File: src/sdram_pkg.sv
package sdram_pkg;

    // encoding is {ncs, nras, ncas, nwe}
    typedef enum logic [3:0] {
        LOAD_MODE = 4'b0000,
        REFRESH   = 4'b0001,
        PRECHARGE = 4'b0010,
        ACTIVE    = 4'b0011,
        WRITE     = 4'b0100,
        READ      = 4'b0101,
        NOP       = 4'b0111,
        INHIBIT   = 4'b1000
    } sdram_cmd_e;

    typedef enum logic [2:0] {
        IDLE,
        ACT,        // ACTIVE requested, waiting for grant
        WAIT_RCD,
        RW,         // READ/WRITE requested
        DATA,
        WAIT_PRE    // auto-precharge in progress
    } bank_state_e;

    // request address is {row, col}
    localparam int ADDR_W    = 22;
    localparam int ROW_W     = 13;
    localparam int COL_W     = 9;

    localparam int BURST_LEN = 4;
    localparam int CAS_LAT   = 2;

    // timing in clock cycles
    localparam int T_RCD     = 2;
    localparam int T_RP      = 2;
    localparam int T_RFC     = 7;
    localparam int T_WR_PRE  = 4;   // last write word to bank idle

    localparam int INIT_WAIT = 64;  // short power-up wait for simulation
    localparam int RFSH_CNT  = 2;

    // write burst mode, CL2, sequential, burst of 4
    localparam logic [ROW_W-1:0] MODE_WORD = 13'b000_0_00_010_0_010;

endpackage

File: src/sdram_rfsh.sv
`timescale 1ns/10ps

module sdram_rfsh (
    input  logic                        clk,
    input  logic                        rst,
    input  logic                        start,
    input  logic                        all_idle,
    output logic                        br,
    input  logic                        bg,
    output logic                        rfshing,
    output sdram_pkg::sdram_cmd_e       cmd,
    output logic [sdram_pkg::ROW_W-1:0] a
);
    logic       pending;
    logic [2:0] wait_cnt;
    logic [1:0] left;       // refreshes still to issue
    logic       issue;

    // only ask once every bank has closed its row
    assign br    = pending && all_idle && !rfshing;
    assign issue = bg || (rfshing && wait_cnt == 3'd0 && left != 2'd0);
    assign cmd   = issue ? sdram_pkg::REFRESH : sdram_pkg::NOP;
    assign a     = '0;      // refresh takes no address

    always_ff @(posedge clk or posedge rst) begin
        if (rst) begin
            pending  <= 1'b0;
            rfshing  <= 1'b0;
            wait_cnt <= '0;
            left     <= '0;
        end else begin
            if (start) begin
                pending <= 1'b1;
            end else if (bg) begin
                pending <= 1'b0;
            end

            if (bg) begin
                rfshing  <= 1'b1;
                left     <= 2'(sdram_pkg::RFSH_CNT - 1);
                wait_cnt <= 3'(sdram_pkg::T_RFC - 1);
            end else if (rfshing) begin
                if (wait_cnt != 3'd0) begin
                    wait_cnt <= wait_cnt - 3'd1;
                end else if (left != 2'd0) begin
                    left     <= left - 2'd1;
                    wait_cnt <= 3'(sdram_pkg::T_RFC - 1);
                end else begin
                    rfshing <= 1'b0;    // tRFC of the last one is over
                end
            end
        end
    end

endmodule

File: config.mk
export PLATFORM = sky130hd
export DESIGN_NAME = sdram_rfsh
export DESIGN_NICKNAME = d
export VERILOG_FILES = /design/src/sdram_pkg.sv /design/src/sdram_rfsh.sv
export SDC_FILE = /design/constraint.sdc
export NUM_CORES = 1
export LEC_CHECK = 0
export ABC_AREA = 1
export ABC_CLOCK_PERIOD_IN_PS = 2400
export BUFFER_PORTS_ARGS = -buffer_cell sky130_fd_sc_hd__buf_4
export CORE_AREA = 2 2 39 41
export CTS_CLUSTER_DIAMETER = 40
export DETAILED_ROUTE_END_ITERATION = 10
export DIE_AREA = 0 0 41 43
export PLACE_DENSITY_LB_ADDON = 0.15
export SETUP_SLACK_MARGIN = 0.5
export SKIP_LAST_GASP = 1
export SYNTH_ARGS = -nofsm -noshare
export SYNTH_HDL_FRONTEND = slang
export SYNTH_SLANG_ARGS = --single-unit
File: constraint.sdc
create_clock -name clk -period 2.4 [get_ports clk]
set_input_delay 0.36 -clock clk [delete_from_list [all_inputs] [get_ports clk]]
set_output_delay 0.36 -clock clk [all_outputs]
set_load 0.1 [all_outputs]
Word-level counts from Yosys, hierarchy flattened. Index checks and enable logic that the tools add are counted.

Register bits: 7. Input port bits: 5. Output and inout port bits: 19. Logic and storage cells: 37.

Add/subtract/negate cells: 2. Equal/unequal tests: 1. Multiplexer cells: 15. Reduce and logical (&&, ||, !) cells: 15.

Operator list (number): 3-bit two-way mux (5); 2-bit two-way mux (4); 2-bit nonzero test (4); 1-bit two-way mux (6); 3-bit nonzero test (2); 1-bit logical AND (4); 3-bit logical NOT (1); 3-bit AND reduction (1); 3-bit by 1-bit subtractor with 3-bit output (second input constant) (1); 2-bit != test (second input constant) (1); 2-bit AND reduction (1); 2-bit by 1-bit subtractor with 2-bit output (second input constant) (1); 1-bit logical NOT (1); 1-bit logical OR (1).

Longest topological paths before layout.
Word-level depth: 5. Gate-level depth with buffers: 8. Mapped depth without buffers: 8.

Worst setup path after synthesis. OpenSTA, ideal clock, no wires.

Kind: register -> output. Start: register rfshing. End: output port br. Data arrival time: 2201 ps. Required time: 2040 ps. Slack: -161 ps. Stages on the path, launching flop included: 2. Path buffers: 0. Cells stage by stage: dfrtp_1 -> nor2_1.

Longest elaborated chain between the ends: 2.

Ends and longest elaborated chain: start, declared (line sdram_rfsh.sv:10) `output logic rfshing,`; start signal, assigned (line sdram_rfsh.sv:28) `rfshing <= 1'b0;`; start signal, assigned (line sdram_rfsh.sv:39) `rfshing <= 1'b1;`; start signal, assigned (line sdram_rfsh.sv:49) `rfshing <= 1'b0;`; 1-bit logical NOT (line sdram_rfsh.sv:20) `assign br = pending && all_idle && !rfshing;`; 1-bit logical AND (line sdram_rfsh.sv:20); end, declared (line sdram_rfsh.sv:8) `output logic br,`.

Every way passes these cells.

Worst setup path after layout.
Start: register wait_cnt[0]. End: output port cmd[2].

Longest elaborated chain between the ends: 5.

Ends and longest elaborated chain: start, declared (line sdram_rfsh.sv:15) `logic [2:0] wait_cnt;`; start signal, assigned (line sdram_rfsh.sv:41) `wait_cnt <= 3'(sdram_pkg::T_RFC - 1);`; start signal, assigned (line sdram_rfsh.sv:44) `wait_cnt <= wait_cnt - 3'd1;`; start signal, assigned (line sdram_rfsh.sv:47) `wait_cnt <= 3'(sdram_pkg::T_RFC - 1);`; 3-bit logical NOT (line sdram_rfsh.sv:21) `assign issue = bg || (rfshing && wait_cnt == 3'd0 && left != 2'd0);`; 1-bit logical AND (2 in a row) (line sdram_rfsh.sv:21); 1-bit logical OR (line sdram_rfsh.sv:21); 3-bit two-way mux (line sdram_rfsh.sv:22) `assign cmd = issue ? sdram_pkg::REFRESH : sdram_pkg::NOP;`; end, declared (line sdram_rfsh.sv:11) `output sdram_pkg::sdram_cmd_e cmd,`.

Every way passes these cells.

==> results.md <==
- DRC violations left: 0
- Sequential share of the synthesized area: 0.326
- Core box area: 1380 sq um
- RD Place Congestion: 0.689
- # IOs: 24
- Hold Crit Class: in2async
- Routed wire length: 730 um
- Starting Density: 0.388
- Vias after detailed routing: 375
- DRT iter0 DRCs: 4
- Power Density: 967 nW/um^2
- Slew Viols, Final: 0
- Syn Std Cell Area: 537 sq um
- Post-CTS Setup Bufs: 0
- Max_cap viols: 0
- CTS Sinks: 7
- Initial antenna violation count: 0
- Switching share of power: 0.525
- Htree depth: 1
- Int Power: 0.266 mW
- CTS tree: done
- Hpwl dp: 627 um
- Final Hold Viols: 0
- Clock Pin Slew Worst Setup and Hold Paths: 50 ps
- Number of global-route vias before repair: 342
- Yosys reg bits: 7
- Unrepaired setup endpoints after global routing: true
- Hold buffer count at CTS: 0
- Leak: 0.342 nW
- Synth Warn #: 0
- Root buffer cell: clkbuf_4
- CP Buf/Inv Count: 2
- Post-DP Area: 554 sq um
- Latest clock arrival within the worst-skew pair: 240 ps
- Num CTS Buffers: 3
- Layout Nets: 90
- Tmin final: 1800 ps
- Worst path slowest cell: dfrtp_1
- Largest net degree at the start of global routing: 8
- Port bufs: 8
- Top Family by Delay on Critical Path: flip-flops
- Vias/cell: 3.87
- Most frequent CP cell: nand2_2
- Peak supply drop: 0.403 mV
- Area of the die: 1760 sq um
- Die height: 43 um
- Fmax: 557 MHz
- CP max FO: 4
- Period utilization: 0.748
- Layout Utilization: 0.420
- Die Width: 41 um
- Crit Path Class: reg2out
- Final Setup Violations: 0
- Synth Area per Inst: 7.46 sq um
- Clk pwr share: 0.182
- Combinational fraction of design power: 0.536
- GRT Overall Usage: 0.109
- Worst path arrival time: 1440 ps
- Synthesis-to-finish area growth: 8.16%
- Switching pwr: 0.295 mW
- Worst EP required: 2040 ps
- Layout cells sized above 1: 0.272
- Setup TNS: 0 ps
- Endpoint class of the critical path: output port
- Ant. Diodes: 0
- CTS resizes: 0
- Total gr overflow: 0
- Seq pwr share: 0.283
- Yosys cell types: 13
- CP Launch Type: flop
- Crit-path cells: inv_1, ha_1, nand2_2, nand2_2, nand2_4, buf_4
- Skew final: 0.597 ps
- Final ANT Viol Nets: 0
- Worst stage delay on the critical path: 360 ps
- First drt pass iteration count: 3
- Outcome: complete, no violations
- DR WL/cell: 7.53 um
- Cell count after synthesis: 72
- CTS max path bufs: 2
- Design area: 581 sq um
- Num rows: 14
- Wire length of the first global-routing pass: 1270 um
==> synthesized netlist by cell type <==
library cell / number / share of area
ha_1: 3 / 0.070
inv_2: 2 / 0.014
a21oi_2: 1 / 0.016
nor2_1: 3 / 0.021
dfrtp_1: 7 / 0.33
buf_4: 16 / 0.22
a21oi_1: 1 / 0.0093
a21o_1: 1 / 0.014
inv_1: 7 / 0.049
nand2_2: 6 / 0.070
conb_1: 2 / 0.014
nand2_1: 18 / 0.13
nand3_1: 5 / 0.047
==> cells in the final DEF (no fill, tap or decap), types with 2 or more instances in the layout <==
master    instances
nand2_2           5
nand3_1           5
buf_4             8
inv_1             7
ha_1              3
inv_2             2
nor2_1            2
clkbuf_4          3
nand2_1          18
conb_1           15
dfrtp_1           6
==> final cells by class <==
cell class,instances,area (sq um)
clock buffer,4,26.3
timing repair buffer,8,60.1
tap,16,20.0
sequential,7,176
fill,151,803
multi-input combinational,53,264
inverter,9,33.8
==> cell families (layout without fill, tap and decap cells) <==
group / after synthesis / after routing / share of synthesized area
and+or+nand+nor: 32 / 32 / 0.263
buffers and inverters: 25 / 21 / 0.287
adders and majority gates: 3 / 3 / 0.0699
AOI/OAI and AO/OA: 3 / 3 / 0.0396
other: 2 / 15 / 0.0140
DFF: 7 / 7 / 0.326
==> through the flow <==
stage	total power, mW	hold slack [ps]	setup slack [ps]	instances
after floorplan	0.450	163	539	85
after global placement	0.464	309	851	93
after detailed placement	0.463	308	854	93
after CTS	0.571	38.7	580	97
after global routing	0.606	55.3	495	97
final	0.561	38.3	604	97
==> layer usage <==
| layer | up-vias | wire (um) | global-route usage |
|---|---|---|---|
| li1 | 201 | - | - |
| met1 | 155 | 314 | 0.130 |
| met2 | 17 | 351 | 0.156 |
| met3 | 2 | 56 | 0.0157 |
| met4 | 0 | 6 | 0.100 |
| met5 | - | 0 | 0 |
==> registers in the layout (all words and copies together), names as in the netlist <==
name,cells
rfshing,1
wait_cnt,3
pending,1
left,2
==> worst paths after layout <==
path	start	endpoint	slack [ps]	depth (start not counted)
max in group asynchronous	rst	rfshing$_DFF_PP0_	2140	2
min in group clk	start	pending$_DFFE_PP0P_	290	2
hold / removal	rst	left[1]$_DFFE_PP0P_	40	2
hold reg to reg	left[1]$_DFFE_PP0P_	left[1]$_DFFE_PP0P_	470	2
setup / recovery	wait_cnt[0]$_DFFE_PP0P_	cmd[2]	600	6
setup reg to reg	left[0]$_DFFE_PP0P_	wait_cnt[0]$_DFFE_PP0P_	1210	7
==> worst register-to-register path, cell delays in order, from the launching register on <==
cell and delay, ps:
dfrtp_1 380, inv_1 60, ha_1 140, inv_1 50, a21oi_2 210, nand2_2 110
nand2_1 70, nand2_1 50
==> power by group through the flow <==
stage | combinational (mW) | sequential, mW | clock (mW)
after detailed placement | 0.302 | 0.161 | 0
after global placement | 0.302 | 0.162 | 0
after floorplan | 0.288 | 0.162 | 0
after CTS | 0.303 | 0.159 | 0.109
final | 0.301 | 0.159 | 0.102
after global routing | 0.330 | 0.162 | 0.114
(Power assumes the default switching activity.)
