File: config.mk
export PLATFORM = sky130hd
export DESIGN_NAME = sdram_bank_flat
export DESIGN_NICKNAME = d
export VERILOG_FILES = /design/src/sdram_pkg.sv /design/src/sdram_bank_if.sv /design/src/sdram_bank.sv /design/src/flat_wrapper.sv
export SDC_FILE = /design/constraint.sdc
export NUM_CORES = 1
export LEC_CHECK = 0
export BUFFER_PORTS_ARGS = -buffer_cell sky130_fd_sc_hd__buf_2
export CORE_ASPECT_RATIO = 2
export CORE_MARGIN = 2
export CORE_UTILIZATION = 44
export CTS_CLUSTER_SIZE = 14
export DETAILED_ROUTE_END_ITERATION = 16
export HOLD_SLACK_MARGIN = 0.02
export PLACE_DENSITY_LB_ADDON = 0.2
export SETUP_SLACK_MARGIN = 0.1
export SYNTH_ARGS = -nofsm -noshare
export SYNTH_HDL_FRONTEND = slang
export SYNTH_SLANG_ARGS = --single-unit
File: constraint.sdc
create_clock -name clk -period 3.4 [get_ports clk]
set_clock_uncertainty 0.15 [all_clocks]
set_input_delay 0.51 -clock clk [delete_from_list [all_inputs] [get_ports clk]]
set_output_delay 0.51 -clock clk [all_outputs]
set_load 0.01 [all_outputs]
File: src/sdram_pkg.sv
package sdram_pkg;

    // encoding is {ncs, nras, ncas, nwe}
    typedef enum logic [3:0] {
        LOAD_MODE = 4'b0000,
        REFRESH   = 4'b0001,
        PRECHARGE = 4'b0010,
        ACTIVE    = 4'b0011,
        WRITE     = 4'b0100,
        READ      = 4'b0101,
        NOP       = 4'b0111,
        INHIBIT   = 4'b1000
    } sdram_cmd_e;

    typedef enum logic [2:0] {
        IDLE,
        ACT,        // ACTIVE requested, waiting for grant
        WAIT_RCD,
        RW,         // READ/WRITE requested
        DATA,
        WAIT_PRE    // auto-precharge in progress
    } bank_state_e;

    // request address is {row, col}
    localparam int ADDR_W    = 22;
    localparam int ROW_W     = 13;
    localparam int COL_W     = 9;

    localparam int BURST_LEN = 4;
    localparam int CAS_LAT   = 2;

    // timing in clock cycles
    localparam int T_RCD     = 2;
    localparam int T_RP      = 2;
    localparam int T_RFC     = 7;
    localparam int T_WR_PRE  = 4;   // last write word to bank idle

    localparam int INIT_WAIT = 64;  // short power-up wait for simulation
    localparam int RFSH_CNT  = 2;

    // write burst mode, CL2, sequential, burst of 4
    localparam logic [ROW_W-1:0] MODE_WORD = 13'b000_0_00_010_0_010;

endpackage

File: src/sdram_bank_if.sv
`timescale 1ns/10ps

interface sdram_bank_if;
    logic                          br;       // bus request
    sdram_pkg::sdram_cmd_e         cmd;
    logic [sdram_pkg::ROW_W-1:0]   a;
    logic                          rw_req;   // cmd needs the data bus
    logic                          wr_phase; // write word sampled this cycle
    logic                          bg;       // one-cycle grant
    logic                          bus_free;

    modport bank (
        output br,
        output cmd,
        output a,
        output rw_req,
        output wr_phase,
        input  bg,
        input  bus_free
    );

    modport arb (
        input  br,
        input  cmd,
        input  a,
        input  rw_req,
        input  wr_phase,
        output bg,
        output bus_free
    );
endinterface

File: src/sdram_bank.sv
`timescale 1ns/10ps

module sdram_bank (
    input  logic                         clk,
    input  logic                         rst,
    input  logic [sdram_pkg::ADDR_W-1:0] addr,
    input  logic                         rd,
    input  logic                         wr,
    input  logic                         hold,
    output logic                         ack,
    output logic                         dst,
    output logic                         dok,
    output logic                         rdy,
    output logic                         idle,
    sdram_bank_if.bank                   bus
);
    sdram_pkg::bank_state_e state;

    logic [sdram_pkg::ROW_W-1:0] row;
    logic [sdram_pkg::COL_W-1:0] col;
    logic                        we;
    logic [2:0]                  cnt;
    logic                        start;
    logic                        wr_first;
    logic                        in_data;

    assign start    = state == sdram_pkg::IDLE && (rd || wr) && !hold;
    assign in_data  = state == sdram_pkg::DATA;
    assign wr_first = state == sdram_pkg::RW && bus.bg && we;
    assign idle     = state == sdram_pkg::IDLE;
    assign ack      = state == sdram_pkg::ACT && bus.bg;

    // data window timed from the READ/WRITE grant, cnt is 0 on the cycle after it
    always_comb begin
        if (we) begin
            // word 0 is sampled in the grant cycle, it travels with WRITE
            dst = wr_first;
            dok = wr_first || (in_data && cnt < 3'(sdram_pkg::BURST_LEN - 1));
            rdy = in_data && cnt == 3'(sdram_pkg::BURST_LEN - 1);
        end else begin
            // CAS latency plus the dout register
            dst = in_data && cnt == 3'(sdram_pkg::CAS_LAT + 1);
            dok = in_data && cnt >= 3'(sdram_pkg::CAS_LAT + 1)
                          && cnt <= 3'(sdram_pkg::CAS_LAT + sdram_pkg::BURST_LEN);
            rdy = in_data && cnt == 3'(sdram_pkg::CAS_LAT + sdram_pkg::BURST_LEN + 1);
        end
    end

    assign bus.br       = state == sdram_pkg::ACT || state == sdram_pkg::RW;
    assign bus.rw_req   = state == sdram_pkg::RW;
    assign bus.wr_phase = we && dok;

    always_comb begin
        case (state)
            sdram_pkg::ACT: begin
                bus.cmd = sdram_pkg::ACTIVE;
                bus.a   = row;
            end
            sdram_pkg::RW: begin
                bus.cmd = we ? sdram_pkg::WRITE : sdram_pkg::READ;
                bus.a   = {2'b00, 1'b1, 1'b0, col};    // A10 for auto-precharge
            end
            default: begin
                bus.cmd = sdram_pkg::NOP;
                bus.a   = '0;
            end
        endcase
    end

    // request is registered here, the requester holds it until ack anyway
    always_ff @(posedge clk) begin
        if (start) begin
            row <= addr[sdram_pkg::ADDR_W-1:sdram_pkg::COL_W];
            col <= addr[sdram_pkg::COL_W-1:0];
            we  <= wr;
        end
    end

    always_ff @(posedge clk or posedge rst) begin
        if (rst) begin
            state <= sdram_pkg::IDLE;
            cnt   <= '0;
        end else begin
            case (state)
                sdram_pkg::IDLE: begin
                    if (start) state <= sdram_pkg::ACT;
                end
                sdram_pkg::ACT: begin
                    if (bus.bg) begin
                        state <= sdram_pkg::WAIT_RCD;
                        cnt   <= 3'(sdram_pkg::T_RCD - 1);
                    end
                end
                sdram_pkg::WAIT_RCD: begin
                    cnt <= cnt - 3'd1;
                    if (cnt <= 3'd1) state <= sdram_pkg::RW;   // READ lands tRCD after ACTIVE
                end
                sdram_pkg::RW: begin
                    if (bus.bg) begin
                        state <= sdram_pkg::DATA;
                        cnt   <= '0;
                    end
                end
                sdram_pkg::DATA: begin
                    cnt <= cnt + 3'd1;
                    if (rdy) begin
                        state <= sdram_pkg::WAIT_PRE;
                        cnt   <= we ? 3'(sdram_pkg::T_WR_PRE - 1) : 3'(sdram_pkg::T_RP - 1);
                    end
                end
                sdram_pkg::WAIT_PRE: begin
                    cnt <= cnt - 3'd1;
                    if (cnt == 3'd0) state <= sdram_pkg::IDLE;
                end
                default: state <= sdram_pkg::IDLE;
            endcase
        end
    end

endmodule

File: src/flat_wrapper.sv
// flat-port wrapper written by rule: the top's interface ports become plain ports
module sdram_bank_flat 
  (clk, rst, addr, rd, wr, hold, ack, dst, dok, rdy, idle, bus_br, bus_cmd, bus_a, bus_rw_req, bus_wr_phase, bus_bg, bus_bus_free);
  sdram_bank_if bus_i ();
  input  logic clk;
  input  logic rst;
  input  logic [sdram_pkg::ADDR_W-1:0] addr;
  input  logic rd;
  input  logic wr;
  input  logic hold;
  output logic ack;
  output logic dst;
  output logic dok;
  output logic rdy;
  output logic idle;
  output wire logic [$bits(bus_i.br)-1:0] bus_br;
  output wire logic [$bits(bus_i.cmd)-1:0] bus_cmd;
  output wire logic [$bits(bus_i.a)-1:0] bus_a;
  output wire logic [$bits(bus_i.rw_req)-1:0] bus_rw_req;
  output wire logic [$bits(bus_i.wr_phase)-1:0] bus_wr_phase;
  input wire logic [$bits(bus_i.bg)-1:0] bus_bg;
  input wire logic [$bits(bus_i.bus_free)-1:0] bus_bus_free;
  assign bus_br = bus_i.br;
  assign bus_cmd = bus_i.cmd;
  assign bus_a = bus_i.a;
  assign bus_rw_req = bus_i.rw_req;
  assign bus_wr_phase = bus_i.wr_phase;
  assign bus_i.bg = bus_bg;
  assign bus_i.bus_free = bus_bus_free;
  sdram_bank u_core (.clk(clk), .rst(rst), .addr(addr), .rd(rd), .wr(wr), .hold(hold), .ack(ack), .dst(dst), .dok(dok), .rdy(rdy), .idle(idle), .bus(bus_i));
endmodule
# == Yosys cells after proc, flatten, opt, wreduce, memory -nomap -nowiden ==
# Index checks and enable logic that the tools add are counted.
# totals
reg_bits,29
input_bits,29
wordCells,63
# classes
addsub,2
n_lt_le_gt_ge,4
n_eq_ne,13
mux,18
reduce_logical,21
# ops
operator,n
2-to-1 mux 3 bit,9
case mux 13 bit (2 select lines),1
case mux 3 bit (6 select lines),1
case mux 3 bit (4 select lines),1
logical AND 1 bit,11
"equality test 3 x 2 -> 1 bit, second input constant",3
"equality test 3 bit, second input constant",3
"!= test 2 x 1 -> 1 bit, second input constant",4
case mux 4 bit (2 select lines),1
zero test 3 bit,2
AND reduction 6 bit,1
2-to-1 mux 1 bit,4
"!= test 2 bit, second input constant",2
nonzero test 4 bit,1
"adder 3 x 1 -> 3 bit, second input constant",1
"equality test 3 x 1 -> 1 bit, second input constant",1
"greater-or-equal comparator 3 x 2 -> 1 bit, second input constant",1
"<= comparator 3 x 1 -> 1 bit, second input constant",1
"<= comparator 3 bit, second input constant",1
logical OR 1 bit,3
"< comparator 3 x 2 -> 1 bit, second input constant",1
AND reduction 3 bit,1
"subtractor 3 x 1 -> 3 bit, second input constant",1
2-to-1 mux 2 bit,1
other kinds (2),2

# == Longest topological paths before layout ==
# depth
word_depth,6
mapped_depth,7

# == Worst setup path before layout ==
# No wires, ideal clock.
# synth_path
kind,flip-flop to flip-flop
startpoint,register u_core.state[1]
endpoint,register u_core.col[0] (netlist bit) (enable)
setup_ns,0.464
arrival_ns,3.006
required_ns,2.786
setup_slack_ns,-0.220
stages_incl_launch_ff,4
synth_period_minus_slack_ns,3.620
cell_sequence,dfrtp_1 > buf_6 > buf_2 > nor4_1
# synth_via
elab_chain_len,3
# synth_lines
item,line_no,rtl
"start, declared",sdram_bank.sv:17,sdram_pkg::bank_state_e state;
"start signal, assigned",sdram_bank.sv:81,state <= sdram_pkg::IDLE;
"start signal, assigned",sdram_bank.sv:86,if (start) state <= sdram_pkg::ACT;
"start signal, assigned",sdram_bank.sv:90,state <= sdram_pkg::WAIT_RCD;
zero test 3 bit,sdram_bank.sv:27,assign start = state == sdram_pkg::IDLE && (rd || wr) && !hold;
logical AND 1 bit (2 in a row),sdram_bank.sv:27,
net u_core.start,sdram_bank.sv:23,logic start;
"end signal, assigned",sdram_bank.sv:74,col <= addr[sdram_pkg::COL_W-1:0];
"end, declared",sdram_bank.sv:20,logic [sdram_pkg::COL_W-1:0] col;
# The timed path passes the listed nets, and every way through them passes these cells.
# A chain may end at the register's enable or synchronous reset.

# == Worst setup path after layout ==
# layout_path
startpoint,register u_core.state[1]
endpoint,output dok
# layout_via
elab_chain_len,5
elab_cells_between_ends,9
# layout_lines
item,line_no,rtl
equality test 3 x 2 -> 1 bit,sdram_bank.sv:29,assign wr_first = state == sdram_pkg::RW && bus.bg && we;
logical AND 1 bit (2 in a row),sdram_bank.sv:29,
logical OR 1 bit,sdram_bank.sv:38,dok = wr_first || (in_data && cnt < 3'(sdram_pkg::BURST_LEN - 1));
2-to-1 mux 1 bit (*),sdram_bank.sv:35,if (we) begin
"end, declared",flat_wrapper.sv:13,output logic dok;
# Mark *: on every way between the ends. The rest lies on a longest branch, timed or not.

==> reports/metrics.yaml <==
timing:
  period_needed_ns: 2.50
  hold_violations: 0
  fin_ws_ns: 0.901
  grt_setup_unrepaired: "false"
  drv_slew: 0
  fin_crit_sh_pct: 73.5
  fmax_ghz: 0.400
  setup_viol: 0
  holdWs_ns: 0.254
  fin_tns_setup_ns: 0
setup_path:
  rr_endpoint: "u_core.cnt[0]"
  path_cells: "buf_4 -> or3b_4 -> o21ai_1 -> nand2_1 -> o41ai_2 -> buf_2"
  reg2reg_slack_ns: 1.42
  crit_type: "flop to primary output"
  r2r-start: "u_core.cnt[0]"
  crit_path_end_kind: "primary output"
  worstPathMaxFanout: 27
  worstPathRequired_ns: 2.74
  critical_path.max_stage_delay_ns: 0.47
  slowest_stage: "or3b_4"
  start_kind: "flop"
  worst_ep_arrival_time_ns: 1.84
  ff2ff_path_depth: 5
cells_and_area:
  finalInstanceArea_sq_mm: 0.00193
  num-nets-final: 227
  final_cells: 224
  num_antenna_cells: 0
  area_growth_pct: 25.8
  fin_util_pct: 57.0
  drive_above_1_share_pct: 33.3
floorplan:
  core-area_sq_mm: 0.00338
  io_pins: 54
  dieArea_sq_mm: 0.00399
  fp.dieH_um: 87.4
  die_x_um: 45.7
  rows: 30
  initial_utilization_pct: 45.3
synthesis:
  synth_area_leaders: "edfxtp_1 (45%), dfrtp_1 (9.8%), mux2i_1 (6.5%), ha_1 (5.7%), nor2_1 (4.4%)"
  netlist_instances: 137
  yosysWarnings: 0
  yosysSeqAreaShare_pct: 54.9
  synth.cell_area_sq_mm: 0.00153
  syn_nets: 173
  syn_avg_cell_area_sq_um: 11.2
  synth_top_cell_by_area: "edfxtp_1"
  yosys.area.top_type_share_pct: 45.1
  synth_flop_cell: "edfxtp_1"
  synth.top_cells.by_count: "edfxtp_1 (23), nor2_1 (18), inv_1 (11), mux2i_1 (10), o21ai_0 (8)"
  async_flop_share_pct: 20.7
  ys_types: 33
  ys_ff_latch: 29
  synth_edf_count: 23
  yosysMostFrequentCell: "edfxtp_1"
clocking:
  insertion_delay_ns: 0.28
  cts_buffers: 5
  cts_buffer_depth: 2
  htree_levels: 2
  clock-root-buffer: "clkbuf_8"
  cts_setup_buffers: 0
  cts.clk_slew.worst_paths_ns: 0.06
  cts.sinks: 29
  cts_tree: "yes"
  ctsHoldBuffers: 1
  ctsResizeCount: 0
power_and_ir_drop:
  ir_drop_uv: 502
  powerDensity_mw_per_mm2: 856
  power_leakage_nw: 0.891
  total_power_mw: 1.65
place:
  dp.cells: 215
  dpl_cell_area_sq_mm: 0.00181
  place_congestion: 0.953
  dp_slack_ns: 1.18
  dp_hpwl_um: 2440
  io_buffers: 51
grt:
  grtUsageMet1_pct: 19.4
  grt.total_usage_pct: 17.8
  grt_max_degree: 28
  first_global_vias: 1204
  met3_usage_pct: 4.98
  grt-ovfl-total: 0
  grt_pass1_wl_um: 5110
  busiest_layer: "met2"
  grtUsageMet2_pct: 29.7
  antenna_found_initial: 0
drt:
  drcViolationCount: 0
  drtPass1Iterations: 4
  postRouteWirelength_um: 3250
  vias: 1197
  drtIter0Drc: 30
  wl_per_cell_um: 14.5
  via_per_inst: 5.34
  antenna_left: 0
flow_run:
  drv_cap: 0
hold_path:
  worstHoldPathType: "input pin to flop"
  worstHoldStart: "addr[19]"
  whs_path_depth: 1
  holdPathEnd: "u_core.row[10]"
run_status:
  status: "completed"
-- worst max-delay path by stage --
stage,from,cells after the start,to
finish,u_core.state[1],6,dok
global route,u_core.state[2],5,bus_a[11]
CTS,u_core.state[2],5,bus_a[12]
detailed placement,u_core.state[2],5,bus_a[12]
global placement,u_core.state[2],7,bus_cmd[0]
floorplan,u_core.state[2],2,u_core.col[0]
-- where the power goes --
part           total (mW)  internal, mW  switching [mW]  leakage, nW
clock               0.343         0.216           0.127       0.0528
combinational       0.737         0.317           0.420        0.551
sequential          0.568         0.484          0.0848        0.288
total                1.65          1.02           0.632        0.891
-- layout make-up --
type                            instances  area, sq um
Clock buffer                            6         72.6
Fill cell                             306         1450
Multi-Input combinational cell         90          617
Inverter                               11         41.3
Tap cell                               32         40.0
Clock inverter                          2         33.8
Sequential cell                        29          841
Timing Repair Buffer                   54          280
-- routing by layer --
metal / routed length, um / vias to the layer above
met3: 183 / 10
li1: - / 586
met2: 1740 / 42
met5: 0 / -
met4: 102 / 0
met1: 1220 / 559
-- worst max-delay path: cells and delay by family (launching register included) --
family / cells / cell delay [ns]
and+or+nand+nor: 2 / 0.56
DFF: 1 / 0.36
buffers and inverters: 2 / 0.41
AOI/OAI and AO/OA: 2 / 0.21
-- registers in the layout, summed over array words and instances (netlist names) --
name          flops
u_core.row       13
u_core.col        9
u_core.cnt        3
u_core.state      3
u_core.we         1
-- cell families after synthesis --
kind of cell | Yosys count | share of synthesized area, %
flip-flops | 29 | 54.9
AND/OR/NAND/NOR | 46 | 15.1
other | 1 | 0.245
XOR/XNOR | 1 | 0.572
adder cells (fa/ha/maj) | 7 | 5.72
AO/OA/AOI/OAI | 24 | 10.4
buffers and inverters | 18 | 5.72
multiplexers | 11 | 7.28
-- cells in the final DEF (no fill, tap or decap), types with 2 or more instances in the layout --
| cell type | count |
|---|---|
| inv_1 | 11 |
| edfxtp_1 | 23 |
| buf_2 | 51 |
| nand2_1 | 7 |
| buf_4 | 2 |
| nor3_1 | 2 |
| dfrtp_1 | 6 |
| ha_1 | 7 |
| a221o_1 | 2 |
| o21ai_0 | 8 |
| mux2i_1 | 10 |
| o21ai_1 | 2 |
| nand2b_1 | 5 |
| o22ai_1 | 5 |
| nor2b_1 | 3 |
| and2_1 | 5 |
| nor2_1 | 18 |
| clkbuf_8 | 5 |
| a31oi_1 | 2 |
Power figures use the tool's default switching activity.
