<file path="src/sdram_pkg.sv">
package sdram_pkg;

    // encoding is {ncs, nras, ncas, nwe}
    typedef enum logic [3:0] {
        LOAD_MODE = 4'b0000,
        REFRESH   = 4'b0001,
        PRECHARGE = 4'b0010,
        ACTIVE    = 4'b0011,
        WRITE     = 4'b0100,
        READ      = 4'b0101,
        NOP       = 4'b0111,
        INHIBIT   = 4'b1000
    } sdram_cmd_e;

    typedef enum logic [2:0] {
        IDLE,
        ACT,        // ACTIVE requested, waiting for grant
        WAIT_RCD,
        RW,         // READ/WRITE requested
        DATA,
        WAIT_PRE    // auto-precharge in progress
    } bank_state_e;

    // request address is {row, col}
    localparam int ADDR_W    = 22;
    localparam int ROW_W     = 13;
    localparam int COL_W     = 9;

    localparam int BURST_LEN = 4;
    localparam int CAS_LAT   = 2;

    // timing in clock cycles
    localparam int T_RCD     = 2;
    localparam int T_RP      = 2;
    localparam int T_RFC     = 7;
    localparam int T_WR_PRE  = 4;   // last write word to bank idle

    localparam int INIT_WAIT = 64;  // short power-up wait for simulation
    localparam int RFSH_CNT  = 2;

    // write burst mode, CL2, sequential, burst of 4
    localparam logic [ROW_W-1:0] MODE_WORD = 13'b000_0_00_010_0_010;

endpackage

</file>
<file path="src/sdram_init.sv">
`timescale 1ns/10ps

module sdram_init (
    input  logic                        clk,
    input  logic                        rst,
    output logic                        init,
    output sdram_pkg::sdram_cmd_e       cmd,
    output logic [sdram_pkg::ROW_W-1:0] a
);
    logic [6:0] wait_cnt;
    logic [2:0] step;   // 0 power-up, 1-2 refresh, 3 load mode, 4 done

    always_ff @(posedge clk or posedge rst) begin
        if (rst) begin
            init     <= 1'b1;
            cmd      <= sdram_pkg::NOP;
            a        <= '0;
            step     <= '0;
            wait_cnt <= 7'(sdram_pkg::INIT_WAIT - 1);
        end else begin
            cmd <= sdram_pkg::NOP;  // one cycle per command
            if (init) begin
                if (wait_cnt != 7'd0) begin
                    wait_cnt <= wait_cnt - 7'd1;
                end else begin
                    step <= step + 3'd1;
                    case (step)
                        3'd0: begin
                            cmd      <= sdram_pkg::PRECHARGE;
                            a        <= 13'h0400;   // A10 selects all banks
                            wait_cnt <= 7'(sdram_pkg::T_RP - 1);
                        end
                        3'd1, 3'd2: begin
                            cmd      <= sdram_pkg::REFRESH;
                            wait_cnt <= 7'(sdram_pkg::T_RFC - 1);
                        end
                        3'd3: begin
                            cmd      <= sdram_pkg::LOAD_MODE;
                            a        <= sdram_pkg::MODE_WORD;
                            wait_cnt <= 7'(sdram_pkg::T_RP - 1); // covers tMRD
                        end
                        default: init <= 1'b0;
                    endcase
                end
            end
        end
    end

endmodule

</file>
<file path="config.mk">
export PLATFORM = sky130hd
export DESIGN_NAME = sdram_init
export DESIGN_NICKNAME = d
export VERILOG_FILES = /design/src/sdram_pkg.sv /design/src/sdram_init.sv
export SDC_FILE = /design/constraint.sdc
export NUM_CORES = 1
export LEC_CHECK = 0
export BUFFER_PORTS_ARGS = -buffer_cell sky130_fd_sc_hd__buf_2
export CORE_MARGIN = 3
export CORE_UTILIZATION = 57
export DETAILED_ROUTE_END_ITERATION = 10
export MAX_ROUTING_LAYER = met4
export PLACE_DENSITY = 0.85
export SYNTH_ARGS = -nofsm -noshare
export SYNTH_HDL_FRONTEND = slang
export SYNTH_SLANG_ARGS = --single-unit
</file>
<file path="constraint.sdc">
create_clock -name clk -period 4.5 [get_ports clk]
set_input_delay 0.675 -clock clk [delete_from_list [all_inputs] [get_ports clk]]
set_output_delay 0.675 -clock clk [all_outputs]
set_load 0.02 [all_outputs]
</file>
# After elaboration in Yosys (flattened, before gate mapping)
# Cells that the tools add are included.
[totals]
reg_bits = 28
inputBits = 2
output_inout_bits = 18
[classes]
n_addsub = 2
n_eq_ne = 3
n_mux = 9
bitwise = 1
n_reduce_logical = 10
[op_table]
columns = ["op", "count"]
rows = [
  ["case mux 13 bit (2 select lines)", 1],
  ["case mux 7 bit (2 select lines)", 1],
  ["case mux 3 bit (3 select lines)", 1],
  ["two-way mux 7 bit", 1],
  ["nonzero test 7 bit", 1],
  ["subtractor 7 x 1 -> 7 bit (second input constant)", 1],
  ["equality test 3 x 2 -> 1 bit (second input constant)", 2],
  ["two-way mux 3 bit", 2],
  ["AND reduction 2 bit", 2],
  ["OR reduction 2 bit", 2],
  ["OR reduction 4 bit", 1],
  ["adder 3 x 1 -> 3 bit (second input constant)", 1],
  ["equality test 3 x 1 -> 1 bit (second input constant)", 1],
  ["logical NOT 3 bit", 1],
  ["two-way mux 1 bit", 3],
  ["AND reduction 3 bit", 1],
  ["nonzero test 3 bit", 1],
  ["nonzero test 2 bit", 1],
  ["NOT 1 bit", 1],
]

# Depth between registers and ports, before layout
# Gate-level depths: netlist (run 1).
[depth]
word_depth = 5
ltp_mapped = 7
depth_no_buf = 6

# Least setup slack after synthesis (run 1)
# OpenSTA, ideal clock, no wires.
[synth_path]
path_kind = "reg2reg"
from = "reg wait_cnt[0]"
to = "reg wait_cnt[2]"
setup_time_ns = 0.084
arrival_ns = 1.521
required_time_ns = 4.416
path_slack_ns = 2.895
stages_incl_launch_ff = 8
n_path_buf = 1
period_less_slack_ns = 1.605
cell_sequence = "dfstp_2 > inv_1 > ha_1 > nor4b_4 > and3_1 > buf_4 > a211oi_1 > nor4_2"
[synth_between]
elab_chain_len = 3
[synth_lines]
columns = ["element", "line", "source"]
rows = [
  ["from (decl)", "sdram_init.sv:10", "logic [6:0] wait_cnt;"],
  ["from (signal assigned)", "sdram_init.sv:19", "wait_cnt <= 7'(sdram_pkg::INIT_WAIT - 1);"],
  ["from (signal assigned)", "sdram_init.sv:24", "wait_cnt <= wait_cnt - 7'd1;"],
  ["from (signal assigned)", "sdram_init.sv:31", "wait_cnt <= 7'(sdram_pkg::T_RP - 1);"],
  ["branches (longest 3 deep; another with subtractor 7 x 1 -> 7 bit)", "-", ""],
]
# Parallel ways; which one is timed is not known.
# A chain may end at the register's enable or synchronous reset.

# Worst setup path in the final report (run 1)
[layout_path]
from = "reg init"
to = "out init"
[layout_rtl]
columns = ["element", "line", "source"]
rows = [
  ["from (decl)", "sdram_init.sv:6", "output logic init,"],
  ["from (signal assigned)", "sdram_init.sv:15", "init <= 1'b1;"],
  ["from (signal assigned)", "sdram_init.sv:42", "default: init <= 1'b0;"],
]
# No word-level cell between the ends.

==> out/metrics.cfg, run 1 <==
[outcome]
outcome = finished, final reports clean

[place]
gp_congestion = 0.750
place_hpwl_um = 1200
port_buffers = 8
dpl_cell_area_sq_um = 961

[power_and_ir_drop]
power_density_nw_per_um2 = 236
seqPwrFrac_pct = 61.9
share_comb_of_total_power_pct = 4.8
finalPower_w = 0.000233
p_int_w = 0.000179
cellLeakagePower_nw = 0.473
clkPwrFrac_pct = 33.3
peakVddDrop_mv = 0.0977
sw_frac_of_total_pct = 23.2
netSwitchingPower_w = 0.0000539

[die]
die_area_sq_um = 2220
pin_count = 20
initial_core_util_pct = 62.0
die_x_um = 47.2
core_sq_um = 1560
die_y_um = 47.2
row_count = 14

[grt]
grt_pass1_wl_um = 2820
grt_pass1_vias = 644
grt_overflow = 0
antenna_found_initial = 0
grt_usage_pct = 18.3
grt_max_degree = 17
top_usage_layer = met2
met2_usage_pct = 30.6
met3_usage_pct = 2.30
grt_util_met1_pct = 22.4

[clock_tree]
worstSkewPairLatency_ns = 0.28
postCtsHoldBufs = 0
cts.sinks = 16
cts_buffers = 3
cts.root.buffer_cell = clkbuf_4
cts_tree = yes
clk_pin_slew_ns = 0.10
clockBufferDepth = 2
h-tree-depth = 1
cts_setup_buffers = 0
cts_resized = 0

[sta]
tightestPinTransition_ns = 0.583
timing.fmax_ghz = 0.550
rsz0062_at_grt = false
finalSetupViolations = 0
period_minus_slack_ns = 1.82
finalCritPeriodShare_pct = 40.4
hold_violations = 0
fin_tns_setup_ns = 0
max_slew_margin_pct = 61.1
fin_worst_skew_ns = 0.0129
drv_slew = 0
holdWs_ns = 0.432

[yosys]
ys_ff_latch = 16
yosys-top-cells-count = buf_4 (13), dfstp_2 (10), ha_1 (7), inv_1 (7)
synth_edf_count = 0
syn-cell-area_sq_um = 966
syn_avg_cell_area_sq_um = 10.3
synth_top_area_cell = dfstp_2
synth_cells = 94
synthTopCellsByArea = dfstp_2 (27%), dfrtp_1 (16%), buf_4 (10%)
ys_warn_count = 0
netlist.area_leader.share_pct = 27.2
async_reset_ff_share_pct = 100
yosysUniqueCellTypes = 35
ys.flop_type = dfstp_2
ys_seq_area_share_pct = 42.7
synth.most_common_cell = buf_4

[worst_setup_path]
path_class = register to output port
crit_buf_inv = 1
timing.reg2reg.setup_slack_ns = 2.70
r2r_cells = 6
max_stage_delay_ns = 0.66
crit_arrival_ns = 1.14
required_ns = 3.83
timing.rr.start = wait_cnt[0]
critical_path.top_delay_family = flip-flops
path_cells = buf_2
worstPathMaxFanout = 12
endpoint_kind = output port
cpMaxStageDelayCell = dfstp_2
start_kind = register
r2r_end = a[10]

[route]
drc = 0
wl_per_cell_um = 13.6
vias = 662
final_antenna_net_count = 0
drt_iter0_markers = 18
totalWireLength_um = 1600
viasPerCell = 5.61
drtPass1Iterations = 5

[finish]
fillers = 119
areaGrowthSynthToFinish_pct = 2.20
antenna_cells = 0
drive_gt1_share_pct = 30.4
nets = 112
design_area_sq_um = 987

[run]
drv_cap = 0

[min_path]
min_path_type = primary input to async pin

-- state kept, by name (all words and copies together) (netlist names) --
register	flops
wait_cnt	7
cmd	3
step	3
a	2
init	1
-- worst register-to-register path: cells and delay by family, from the launching register on --
family	cells	cell delay, ns
AND/OR/NAND/NOR	3	0.93
adder cells (fa/ha/maj)	1	0.17
AO/OA/AOI/OAI	1	0.11
buffers and inverters	1	0.10
flip-flops	1	0.39
-- worst max path at each step --
stage                              to  slack, ns  cells after the start         from
after floorplan           wait_cnt[2]       2.90                      7  wait_cnt[0]
after global placement          a[10]       2.81                      6  wait_cnt[0]
after detailed placement        a[10]       2.73                      6  wait_cnt[0]
after CTS                        init       2.68                      1         init
after global routing            a[10]       2.54                      6  wait_cnt[0]
final                            init       2.68                      1         init
-- logic make-up after synthesis --
group | count (synthesis) | share of synthesized area, %
XOR/XNOR | 1 | 0.907
AND/OR/NAND/NOR | 31 | 21.8
AO/OA/AOI/OAI | 15 | 10.2
flip-flops | 16 | 42.7
adder cells (fa/ha/maj) | 7 | 9.07
buffers and inverters | 22 | 13.7
multiplexers | 1 | 1.17
other | 1 | 0.388
-- power by group through the flow --
stage	Combinational [W]	Sequential (W)	Clock, W
2_1_floorplan	0.0000174	0.000147	0
3_3_place_gp	0.0000111	0.000147	0
3_5_place_dp	0.0000112	0.000147	0
4_1_cts	0.0000112	0.000144	0.0000787
5_1_grt	0.0000123	0.000144	0.0000865
6_report	0.0000112	0.000144	0.0000774
-- metrics by stage --
step	utilization, %	std cells	setup WS, ns
5_1_grt	63.3	118	2.54
6_report	63.3	118	2.68
3_5_place_dp	61.6	114	2.73
2_1_floorplan	-	104	2.90
4_1_cts	63.3	118	2.68
3_3_place_gp	61.6	114	2.81
-- layout by cell type, fill, tap and decap left out, types with 2 or more instances in the layout --
cell type | netlist | final
dfrtp_1 | 6 | 6
inv_1 | 7 | 7
clkbuf_4 | 0 | 3
dfstp_2 | 10 | 10
nor3_1 | 3 | 3
nand2b_1 | 2 | 2
conb_1 | 1 | 11
and3_1 | 2 | 2
o21ai_1 | 4 | 4
nor2_2 | 2 | 2
nor4_2 | 2 | 2
nor2_1 | 6 | 6
o21a_1 | 2 | 2
a21o_1 | 3 | 3
ha_1 | 7 | 7
nand2_1 | 5 | 5
buf_2 | 1 | 8
-- layout make-up --
cell class	count	area [sq um]	area share [%]
Clock buffer	4	26.3	2.66
Sequential cell	16	413	41.8
Inverter	8	30.0	3.04
Tap cell	16	20.0	2.03
Timing Repair Buffer	8	40.0	4.06
Multi-Input combinational cell	66	458	46.4
-- layer usage --
metal  part of all wire, %  wire (um)  up-vias
met4                   1.1         18        0
met5                     0          0        -
met2                    49        785       33
met3                   6.4        103        2
li1                      -          -      311
met1                    43        697      316
Power figures use the tool's default switching activity.
==> inputs of run 2 (changes only) <==
--- a/config.mk
+++ b/config.mk
@@ -5,12 +5,13 @@
 export SDC_FILE = /design/constraint.sdc
 export NUM_CORES = 1
 export LEC_CHECK = 0
+export ABC_AREA = 1
 export BUFFER_PORTS_ARGS = -buffer_cell sky130_fd_sc_hd__buf_2
 export CORE_MARGIN = 3
-export CORE_UTILIZATION = 57
+export CORE_UTILIZATION = 54
 export DETAILED_ROUTE_END_ITERATION = 10
 export MAX_ROUTING_LAYER = met4
-export PLACE_DENSITY = 0.85
+export PLACE_DENSITY = 0.8
 export SYNTH_ARGS = -nofsm -noshare
 export SYNTH_HDL_FRONTEND = slang
 export SYNTH_SLANG_ARGS = --single-unit
==> constraint.sdc (replaced) <==
create_clock -name clk -period 1.9 [get_ports clk]
set_input_delay 0.285 -clock clk [delete_from_list [all_inputs] [get_ports clk]]
set_output_delay 0.285 -clock clk [all_outputs]
set_load 0.02 [all_outputs]
==> run 2 against run 1 <==
Effect of this change:
- via count increased by 14%
- core utilization down 1.1 points
- synthesized area grew 10%
- register-to-register slack worse by 2.4 ns
- wire length grew 11%
- sequential power increased by 140%
- worst setup slack got worse by 2.4 ns
- critical path type is now register to register
- largest cell class unchanged
==> out/metrics.cfg, run 2 <==
[finish]
fillers = 173
drive_gt1_share_pct = 27.2
fin_cells = 161
antenna_cells = 0
nets = 146
areaGrowthSynthToFinish_pct = 5.16
design_area_sq_um = 1120
top_regs = wait_cnt (7), cmd (3), step (3)
final_common_cell = nand2_1
final_cell_mix = nand2_1 (35), inv_1 (13), conb_1 (11)
top_register = wait_cnt
largest_register_ffs = 7

[die]
die_x_um = 50.4
die_y_um = 50.4
core_sq_um = 1800
die_area_sq_um = 2540
pin_count = 20
row_count = 15
initial_core_util_pct = 59.2

[power_and_ir_drop]
finalPower_w = 0.000596
share_comb_of_total_power_pct = 4.4
peakVddDrop_mv = 0.354
seqPwrFrac_pct = 57.3
netSwitchingPower_w = 0.000137
cellLeakagePower_nw = 0.582
clkPwrFrac_pct = 38.2
sw_frac_of_total_pct = 23.0
power_density_nw_per_um2 = 531
p_int_w = 0.000459

[worst_setup_path]
r2r_end = wait_cnt[0]
timing.reg2reg.setup_slack_ns = 0.26
timing.rr.start = step[0]
critical_path.top_delay_family = simple AND/OR/NAND/NOR gates
r2r_cells = 9
path_cells = ha_1, ha_1, inv_1, nand2_4, nor2_1, nand2_4, nand2_4, nand2_1, nand2_1
crit_arrival_ns = 1.87
endpoint_kind = register
crit_buf_inv = 1
max_stage_delay_ns = 0.44
cp_common_cell = nand2_4
path_class = register to register
cpMaxStageDelayCell = dfrtp_1
worstPathMaxFanout = 7
required_ns = 2.13
start_kind = register

[sta]
timing.fmax_ghz = 0.611
rsz0062_at_grt = false
finalCritPeriodShare_pct = 86.1
tightestPinTransition_ns = 0.572
hold_violations = 0
finalSetupViolations = 0
fin_worst_skew_ns = 0.00492
drv_slew = 0
period_minus_slack_ns = 1.64
holdWs_ns = 0.0347
fin_tns_setup_ns = 0
max_slew_margin_pct = 61.8

[yosys]
async_reset_ff_share_pct = 100
yosys-top-cells-count = nand2_1 (35), inv_1 (13), buf_4 (12)
synth.most_common_cell = nand2_1
netlist.area_leader.share_pct = 24.6
yosysUniqueCellTypes = 25
synthTopCellsByArea = dfstp_2 (25%), dfrtp_1 (14%), nand2_1 (12%)
synth_edf_count = 0
ys_ff_latch = 16
ys.flop_type = dfstp_2
syn-cell-area_sq_um = 1070
synth_cells = 126
synth_top_area_cell = dfstp_2
ys_seq_area_share_pct = 38.7
ys_warn_count = 0
syn_avg_cell_area_sq_um = 8.46

[clock_tree]
h-tree-depth = 1
postCtsHoldBufs = 0
clockBufferDepth = 2
cts_buffers = 3
cts_tree = yes
cts.root.buffer_cell = clkbuf_4
cts_resized = 0
worstSkewPairLatency_ns = 0.29
clk_pin_slew_ns = 0.10
cts.sinks = 16
cts_setup_buffers = 0

[outcome]
outcome = finished, final reports clean

[run]
drv_cap = 0

[min_path]
min_path_type = primary input to async pin

[grt]
grt_pass1_wl_um = 3070
grt_usage_pct = 16.3
grt_overflow = 0
antenna_found_initial = 0
grt_max_degree = 17
grt_pass1_vias = 757

[place]
port_buffers = 8
dpl_cell_area_sq_um = 1080
dp_cells = 157
place_hpwl_um = 1440
gp_congestion = 0.842

[route]
totalWireLength_um = 1780
vias = 754
drc = 0
viasPerCell = 4.68
drtPass1Iterations = 4
final_antenna_net_count = 0
wl_per_cell_um = 11.0
drt_iter0_markers = 10

==> run 2: logic make-up after synthesis <==
logic type	count (synthesis)	synth area share, %
xor gates and xnor gates	3	2.47
DFF	16	38.7
other	1	0.352
buffers and inverters	27	13.7
AOI/OAI and AO/OA	7	3.52
adders and majority gates	7	8.22
and+or+nand+nor	65	33.0
==> run 2: worst max path at each step <==
stage,depth (start not counted),endpoint,startpoint,slack [ns]
2_1_floorplan,9,wait_cnt[6],step[0],0.43
3_3_place_gp,9,wait_cnt[2],step[0],0.38
3_5_place_dp,9,wait_cnt[6],step[0],0.27
4_1_cts,9,wait_cnt[0],step[0],0.26
5_1_grt,9,wait_cnt[2],step[0],0.14
6_report,9,wait_cnt[0],step[0],0.26
==> run 2: area by class of cell <==
type	count	area [sq um]	share of cell area (%)
Multi-Input combinational cell	93	544	48.5
Sequential cell	16	413	36.8
Inverter	15	56.3	5.02
Timing Repair Buffer	8	40.0	3.57
Clock buffer	4	36.3	3.24
Tap cell	25	31.3	2.79
==> run 2: power by group through the flow <==
stage          sequential (W)  combinational [W]  clock (W)
6_report             0.000342          0.0000265   0.000228
5_1_grt              0.000342          0.0000291   0.000248
4_1_cts              0.000342          0.0000265   0.000235
3_5_place_dp         0.000347          0.0000265          0
3_3_place_gp         0.000347          0.0000262          0
2_1_floorplan        0.000347          0.0000411          0
==> run 2: stage by stage <==
stage,util (%),setup WS (ns)
CTS,62.2,0.264
finish,62.2,0.264
detailed placement,60.2,0.266
global route,62.2,0.141
floorplan,-,0.426
global placement,60.2,0.380
==> run 2: metal layers <==
metal / global-route usage, % / vias up / wire length, um
met5: - / - / 0
met4: 6.73 / 0 / 23
met3: 3.56 / 4 / 39
met2: 29.3 / 8 / 973
met1: 17.1 / 360 / 739
li1: - / 382 / -
==> inputs of run 3 (changes only) <==
--- a/config.mk
+++ b/config.mk
@@ -11,7 +11,7 @@
 export CORE_UTILIZATION = 54
 export DETAILED_ROUTE_END_ITERATION = 10
 export MAX_ROUTING_LAYER = met4
-export PLACE_DENSITY = 0.8
+export PLACE_DENSITY_LB_ADDON = 0.08
 export SYNTH_ARGS = -nofsm -noshare
 export SYNTH_HDL_FRONTEND = slang
 export SYNTH_SLANG_ARGS = --single-unit
==> run 3 against run 2 <==
Effect of this change:
- flip-flop and latch count unchanged
- sequential power hardly changed
- via count decreased by 3.3%
- critical path type unchanged
- largest cell class unchanged
==> out/metrics.cfg, run 3 (synthesis gave the netlist of run 2 again) <==
[finish]
antenna_cells = 0
areaGrowthSynthToFinish_pct = 5.16
utilization_pct = 62.2
top_register = wait_cnt
largest_register_ffs = 7
drive_gt1_share_pct = 27.2
design_area_sq_um = 1120
top_regs = wait_cnt (7), cmd (3), step (3)
fillers = 169
nets = 146
final_cell_mix = nand2_1 (35), inv_1 (13), conb_1 (11)
final_common_cell = nand2_1

[route]
viasPerCell = 4.53
totalWireLength_um = 1550
drtPass1Iterations = 4
final_antenna_net_count = 0
vias = 729
drt_iter0_markers = 5
drc = 0
wl_per_cell_um = 9.63

[place]
dpl_cell_area_sq_um = 1080
port_buffers = 8
gp_congestion = 0.800
place_hpwl_um = 1270

[sta]
timing.fmax_ghz = 0.634
fin_worst_skew_ns = 0.00159
tightestPinTransition_ns = 0.576
drv_slew = 0
holdWs_ns = 0.0418
finalSetupViolations = 0
rsz0062_at_grt = false
max_slew_margin_pct = 61.6
period_minus_slack_ns = 1.58
fin_tns_setup_ns = 0
hold_violations = 0
finalCritPeriodShare_pct = 83.1

[power_and_ir_drop]
cellLeakagePower_nw = 0.582
seqPwrFrac_pct = 57.9
sw_frac_of_total_pct = 22.1
netSwitchingPower_w = 0.000130
share_comb_of_total_power_pct = 4.5
power_density_nw_per_um2 = 526
p_int_w = 0.000459
peakVddDrop_mv = 0.404
clkPwrFrac_pct = 37.6

[clock_tree]
clockBufferDepth = 2
cts_buffers = 3
cts_resized = 0
postCtsHoldBufs = 0
h-tree-depth = 1
cts.sinks = 16
cts.root.buffer_cell = clkbuf_4
clk_pin_slew_ns = 0.09
cts_setup_buffers = 0
cts_tree = yes
worstSkewPairLatency_ns = 0.28

[die]
core_sq_um = 1800
initial_core_util_pct = 59.2
pin_count = 20
die_area_sq_um = 2540
row_count = 15
die_x_um = 50.4
die_y_um = 50.4

[worst_setup_path]
worstPathMaxFanout = 7
endpoint_kind = register
required_ns = 2.13
start_kind = register
path_class = register to register
crit_arrival_ns = 1.81

[grt]
grt_overflow = 0
antenna_found_initial = 0
grt_max_degree = 17
grt_pass1_vias = 707
grt_pass1_wl_um = 2860
grt_usage_pct = 15.0

[outcome]
outcome = finished, final reports clean

[run]
drv_cap = 0

[min_path]
min_path_type = primary input to async pin

run 3: cell counts in the layout (fill, tap and decap cells not counted):
Identical to the previous run, type by type.
run 3: worst paths after layout:
kind,startpoint,slack [ns],endpoint,depth (start not counted)
setup / recovery,step[0],0.32,wait_cnt[2],9
hold / removal,rst,0.04,step[2],2
setup reg to reg,step[0],0.32,wait_cnt[2],9
hold reg to reg,wait_cnt[1],0.48,wait_cnt[1],2
max in group asynchronous,rst,1.48,wait_cnt[2],2
min in group clk,wait_cnt[1],0.48,wait_cnt[1],2
run 3: metal layers:
layer  up-vias  track usage [%]  wire length [um]
li1        387                -                 -
met2        17             23.3               677
met3         4             2.97                72
met5         -                -                 0
met4         0             5.38                27
met1       321             19.6               774
run 3: per-stage QoR:
| step | instances | setup WS (ns) | total power (W) |
|---|---|---|---|
| final | 161 | 0.321 | 0.000589 |
| after global routing | 161 | 0.173 | 0.000622 |
| after CTS | 161 | 0.313 | 0.000599 |
| after detailed placement | 157 | 0.336 | 0.000374 |
| after global placement | 157 | 0.366 | 0.000374 |
| after floorplan | 136 | 0.426 | 0.000388 |
run 3: area by class of cell:
type	instances	area (sq um)	share of cell area (%)
Inverter	15	56.3	5.02
Clock buffer	4	36.3	3.24
Tap cell	25	31.3	2.79
Sequential cell	16	413	36.8
Multi-Input combinational cell	93	544	48.5
Timing Repair Buffer	8	40.0	3.57
run 3: power by group through the flow:
stage	combinational (W)	sequential, W	clock, W
2_1_floorplan	0.0000411	0.000347	0
3_3_place_gp	0.0000264	0.000347	0
5_1_grt	0.0000295	0.000342	0.000251
4_1_cts	0.0000265	0.000342	0.000231
6_report	0.0000264	0.000341	0.000221
3_5_place_dp	0.0000265	0.000347	0
run 3: critical path: stages (launching register included):
cell and delay [ns]:
dfrtp_1 0.43, ha_1 0.21, ha_1 0.20, inv_1 0.11
nand2_4 0.08, nor2_1 0.18, nand2_4 0.09, nand2_4 0.10
nand2_1 0.06, nand2_1 0.06
